==> src/source/pool_mif_pkg.sv <==
package pool_mif_pkg;

    // ==============================
    // Sizes
    // ==============================

    // Pooling cores sharing the buffer
    localparam int pool_core = 4;
    localparam int core_w = 2;

    // Buffer address width, 64 words
    localparam int idx_width = 6;

    // One feature-map word is comp_lanes activations
    localparam int act_width = 8;
    localparam int comp_lanes = 4;
    localparam int fm_width = act_width * comp_lanes;

    // Queue depth of four
    localparam int fifo_depth_log2 = 2;

    // Command entry, tag above address
    typedef struct packed {
        logic [core_w-1:0]    port;
        logic [idx_width-1:0] addr;
    } cmd_entry_t;

    // Response entry, tag above data
    typedef struct packed {
        logic [core_w-1:0]   port;
        logic [fm_width-1:0] data;
    } fm_entry_t;

endpackage

==> src/source/glb_bank.sv <==
`timescale 1ns/1ps

module glb_bank (
    input  logic                              clk,
    input  logic                              rst_n,
    // Load port
    input  logic                              wr_en,
    input  logic [pool_mif_pkg::idx_width-1:0] wr_addr,
    input  logic [pool_mif_pkg::fm_width-1:0]  wr_data,
    // Read address port
    input  logic                              addr_vld,
    input  logic [pool_mif_pkg::idx_width-1:0] addr,
    output logic                              addr_rdy,
    // Read data port
    output logic [pool_mif_pkg::fm_width-1:0]  fm,
    output logic                              fm_vld,
    input  logic                              fm_rdy
);

    // Word array
    logic [pool_mif_pkg::fm_width-1:0] mem [2**pool_mif_pkg::idx_width];

    logic rd_acc;

    // ==============================
    // Write port
    // ==============================

    always_ff @(posedge clk) begin
        if (wr_en) begin
            mem[wr_addr] <= wr_data;
        end
    end

    // ==============================
    // Read port
    // ==============================

    // Free when nothing held or held word leaves now
    assign addr_rdy = !fm_vld || fm_rdy;
    assign rd_acc = addr_vld && addr_rdy;

    // Output register, one cycle after accept
    always_ff @(posedge clk) begin
        if (rd_acc) begin
            fm <= mem[addr];
        end
    end

    // Valid stays up across back-to-back reads
    always_ff @(posedge clk or negedge rst_n) begin
        if (!rst_n) begin
            fm_vld <= 1'b0;
        end else if (rd_acc) begin
            fm_vld <= 1'b1;
        end else if (fm_rdy) begin
            fm_vld <= 1'b0;
        end
    end

    // Held word must not move while stalled
    assert property (@(posedge clk) disable iff (!rst_n)
        (fm_vld && !fm_rdy) |=> (fm_vld && $stable(fm)))
        else $error("glb_bank: read data changed under back-pressure");

endmodule

==> config.mk <==
export PLATFORM = sky130hd
export DESIGN_NAME = glb_bank
export DESIGN_NICKNAME = d
export VERILOG_FILES = /design/src/source/pool_mif_pkg.sv /design/src/source/glb_bank.sv
export SDC_FILE = /design/constraint.sdc
export NUM_CORES = 2
export LEC_CHECK = 0
export ABC_CLOCK_PERIOD_IN_PS = 1690
export BUFFER_PORTS_ARGS = -buffer_cell sky130_fd_sc_hd__buf_2
export CAP_MARGIN = 15
export CORE_MARGIN = 2
export CORE_UTILIZATION = 35
export DETAILED_ROUTE_END_ITERATION = 16
export GPL_ROUTABILITY_DRIVEN = 0
export PLACE_DENSITY = 0.52
export SLEW_MARGIN = 40
export SYNTH_ARGS = -nofsm -noshare
export SYNTH_HDL_FRONTEND = slang
export SYNTH_SLANG_ARGS = --single-unit
export TNS_END_PERCENT = 5
==> constraint.sdc <==
create_clock -name clk -period 1.69 [get_ports clk]
set_input_delay 0.338 -clock clk [delete_from_list [all_inputs] [get_ports clk]]
set_output_delay 0.338 -clock clk [all_outputs]
set_load 0.02 [all_outputs]
==> out/metrics.yaml <==
drt-initial-drc-count: 3922
ys_async_sr_fraction: 0.000481
preCtsSetupSlack_ns: -1.51
rr_worst_depth: 5
avgSynthCellArea_um2: 23.8
ys_ff_latch: 2081
skew_ns: 0.0369
rows: 174
wl_per_cell_um: 30.6
worstSetupPathType: "reg -> reg"
htree_levels: 4
rsz0062_at_grt: "true"
cts_made_buffers: 209
grtUsageTotal: 0.191
via_per_inst: 5.35
maxClockFrequency_ghz: 0.464
maxCapViolations: 0
synth_edf_count: 2080
die_area_um2: 229000
power.leakage_nw: 30.8
min_from: "wr_data[31]"
die_w_um: 479
port_buffers: 82
slew_headroom: 0.457
final_cell_mix: "edfxtp_1 (2080), mux4_2 (546), buf_4 (324)"
slew_violations: 0
syn_nets: 3368
min-delay-path-class: "in -> reg"
drc: 0
synth-main-ff-cell: "edfxtp_1"
seq_area_frac_synth: 0.792
grt_remaining_overflow: 0
fin_tns_setup_ns: -14.92
detail-route-antenna-nets: 0
clockBufferDepth: 3
synth_cell_types: 32
cp_data_arrival_time_ns: 2.75
synth_area_um2: 78900
drive_above_1_share: 0.385
layout_commonest_cell: "edfxtp_1"
cts_tree: "built"
whs_path_depth: 1
antenna_found_initial: 11
fillers: 19100
wl_mm: 220
grt_pass1_wl_mm: 308
num_vias: 38400
p_per_area_nw_per_um2: 1120
grt_max_degree: 65
firstDrtPassIters: 5
multi_input_area_um2: 16400
run_status: "finished with violations"
ys_warn_count: 0
core_area_um2: 224000
place_inst: 6778
io_pins: 83
cts.clk_slew.worst_paths_ns: 0.06
hold_ws_ns: 0.0560
ff2ff_setup_slack_ns: -0.47
clock_latency_ns: 0.86
start_kind: "flop"
worst_ep_required_time_ns: 2.28
start_util: 0.351
post-route-worst-setup-slack_ns: -0.467
fin_cells: 7185
die_h_um: 479
violations: "negative setup slack"
root_buffer: "clkbuf_16"
numClockSinks: 2081
worstReg2RegEnd: "fm[19]"
grt_pass1_vias: 39200
end_kind: "flop"
dpl.hpwl_mm: 137
syn_inst: 3319
setup_viol: 65
holdPathEnd: "mem[1][31]"
r2r_start: "mem[27][19]"
nets: 4073
min_period_ns: 2.16
tightestPinTransition_ns: 0.792
area_growth_pct: 23.2
ir_worst_vdd_v: 0.00108
hold_viol_final: 0
finish.utilization: 0.433
worstPathMaxFanout: 1
seqCellArea_um2: 62500
fin_crit_sh: 1.28
-- per-layer routing --
| layer | track usage | vias to the layer above | routed length (um) | part of all wire |
|---|---|---|---|---|
| li1 | - | 15800 | - | - |
| met1 | 0.272 | 21100 | 95800 | 0.44 |
| met2 | 0.314 | 1267 | 108000 | 0.49 |
| met3 | 0.0241 | 243 | 11700 | 0.053 |
| met4 | 0.0433 | 0 | 4480 | 0.020 |
| met5 | 0 | - | 0 | 0 |
-- through the flow --
step / instance area [um^2] / total power [mW]
finish: 97200 / 109
global route: 97200 / 112
CTS: 97000 / 110
detailed placement: 89800 / 65.3
global placement: 89800 / 65.2
floorplan: 79500 / 61.4
-- layout make-up --
class / count / share of cell area
inverter: 1 / 0.0000386
clock buffer: 265 / 0.0564
sequential: 2081 / 0.643
antenna: 1 / 0.0000258
timing repair buffer: 678 / 0.0823
clock inverter: 114 / 0.0111
tap: 2992 / 0.0385
multi-input combinational: 1053 / 0.169
-- report_power, final --
group | total [mW] | switching (mW) | leakage, nW | internal [mW]
registers | 57.4 | 0.164 | 18.7 | 57.2
logic | 6.98 | 4.02 | 8.87 | 2.96
clock network | 44.6 | 19.5 | 3.16 | 25.1
total | 109 | 23.7 | 30.8 | 85.3
-- how the worst max path moves through the flow --
stage / start / end
after global placement: addr[0] / fm[23]
after global routing: mem[27][19] / fm[19]
final: mem[27][19] / fm[19]
after detailed placement: addr[0] / fm[23]
after floorplan: addr[0] / fm[10]
after CTS: mem[31][3] / fm[3]
-- worst max-delay path: stages, from the launching register on --
cell      delay [ns]
edfxtp_1        0.36
mux4_2          0.51
mux4_2          0.64
o22ai_2         0.22
buf_6           0.13
a21oi_2         0.03
-- Yosys cell counts, drive strengths merged (4+ instances only) --
cell type,number,share of area
nand2,24,0.0011
mux4,546,0.16
o221ai,32,0.0036
clkbuf,80,0.0038
a21oi,64,0.0041
mux2i,77,0.0098
or2,4,0.00032
nand3b,4,0.00038
a211oi,4,0.00038
a2111oi,13,0.0015
nor2b,8,0.00063
o22ai,101,0.0080
nor3,8,0.00051
edfxtp,2080,0.79
nor2,119,0.0057
nand3,5,0.00032
buf,104,0.0080
or3,15,0.0012
nand2b,14,0.0011
-- what timing repair did --
item | in CTS | in global routing
hold buffers | 26 | 1
endpoints found under the setup margin | 66 | 66
setup buffers | 0 | 0
gates resized for setup | 95 | 24
endpoints found under the hold margin | 558 | 8
pin swaps | 18 | 6
gates cloned | 0 | 0
-- flip-flops by register name, indices dropped and copies added, names as in the netlist --
register  count
fm_vld        1
fm           32
mem        2048
-- cell families after synthesis --
kind of cell | Yosys count | share of synthesized area
flops | 2081 | 0.792
mux | 625 | 0.166
simple gates | 210 | 0.0121
buf+inv | 185 | 0.0119
compound gates | 218 | 0.0179
(Power assumes the default switching activity.)
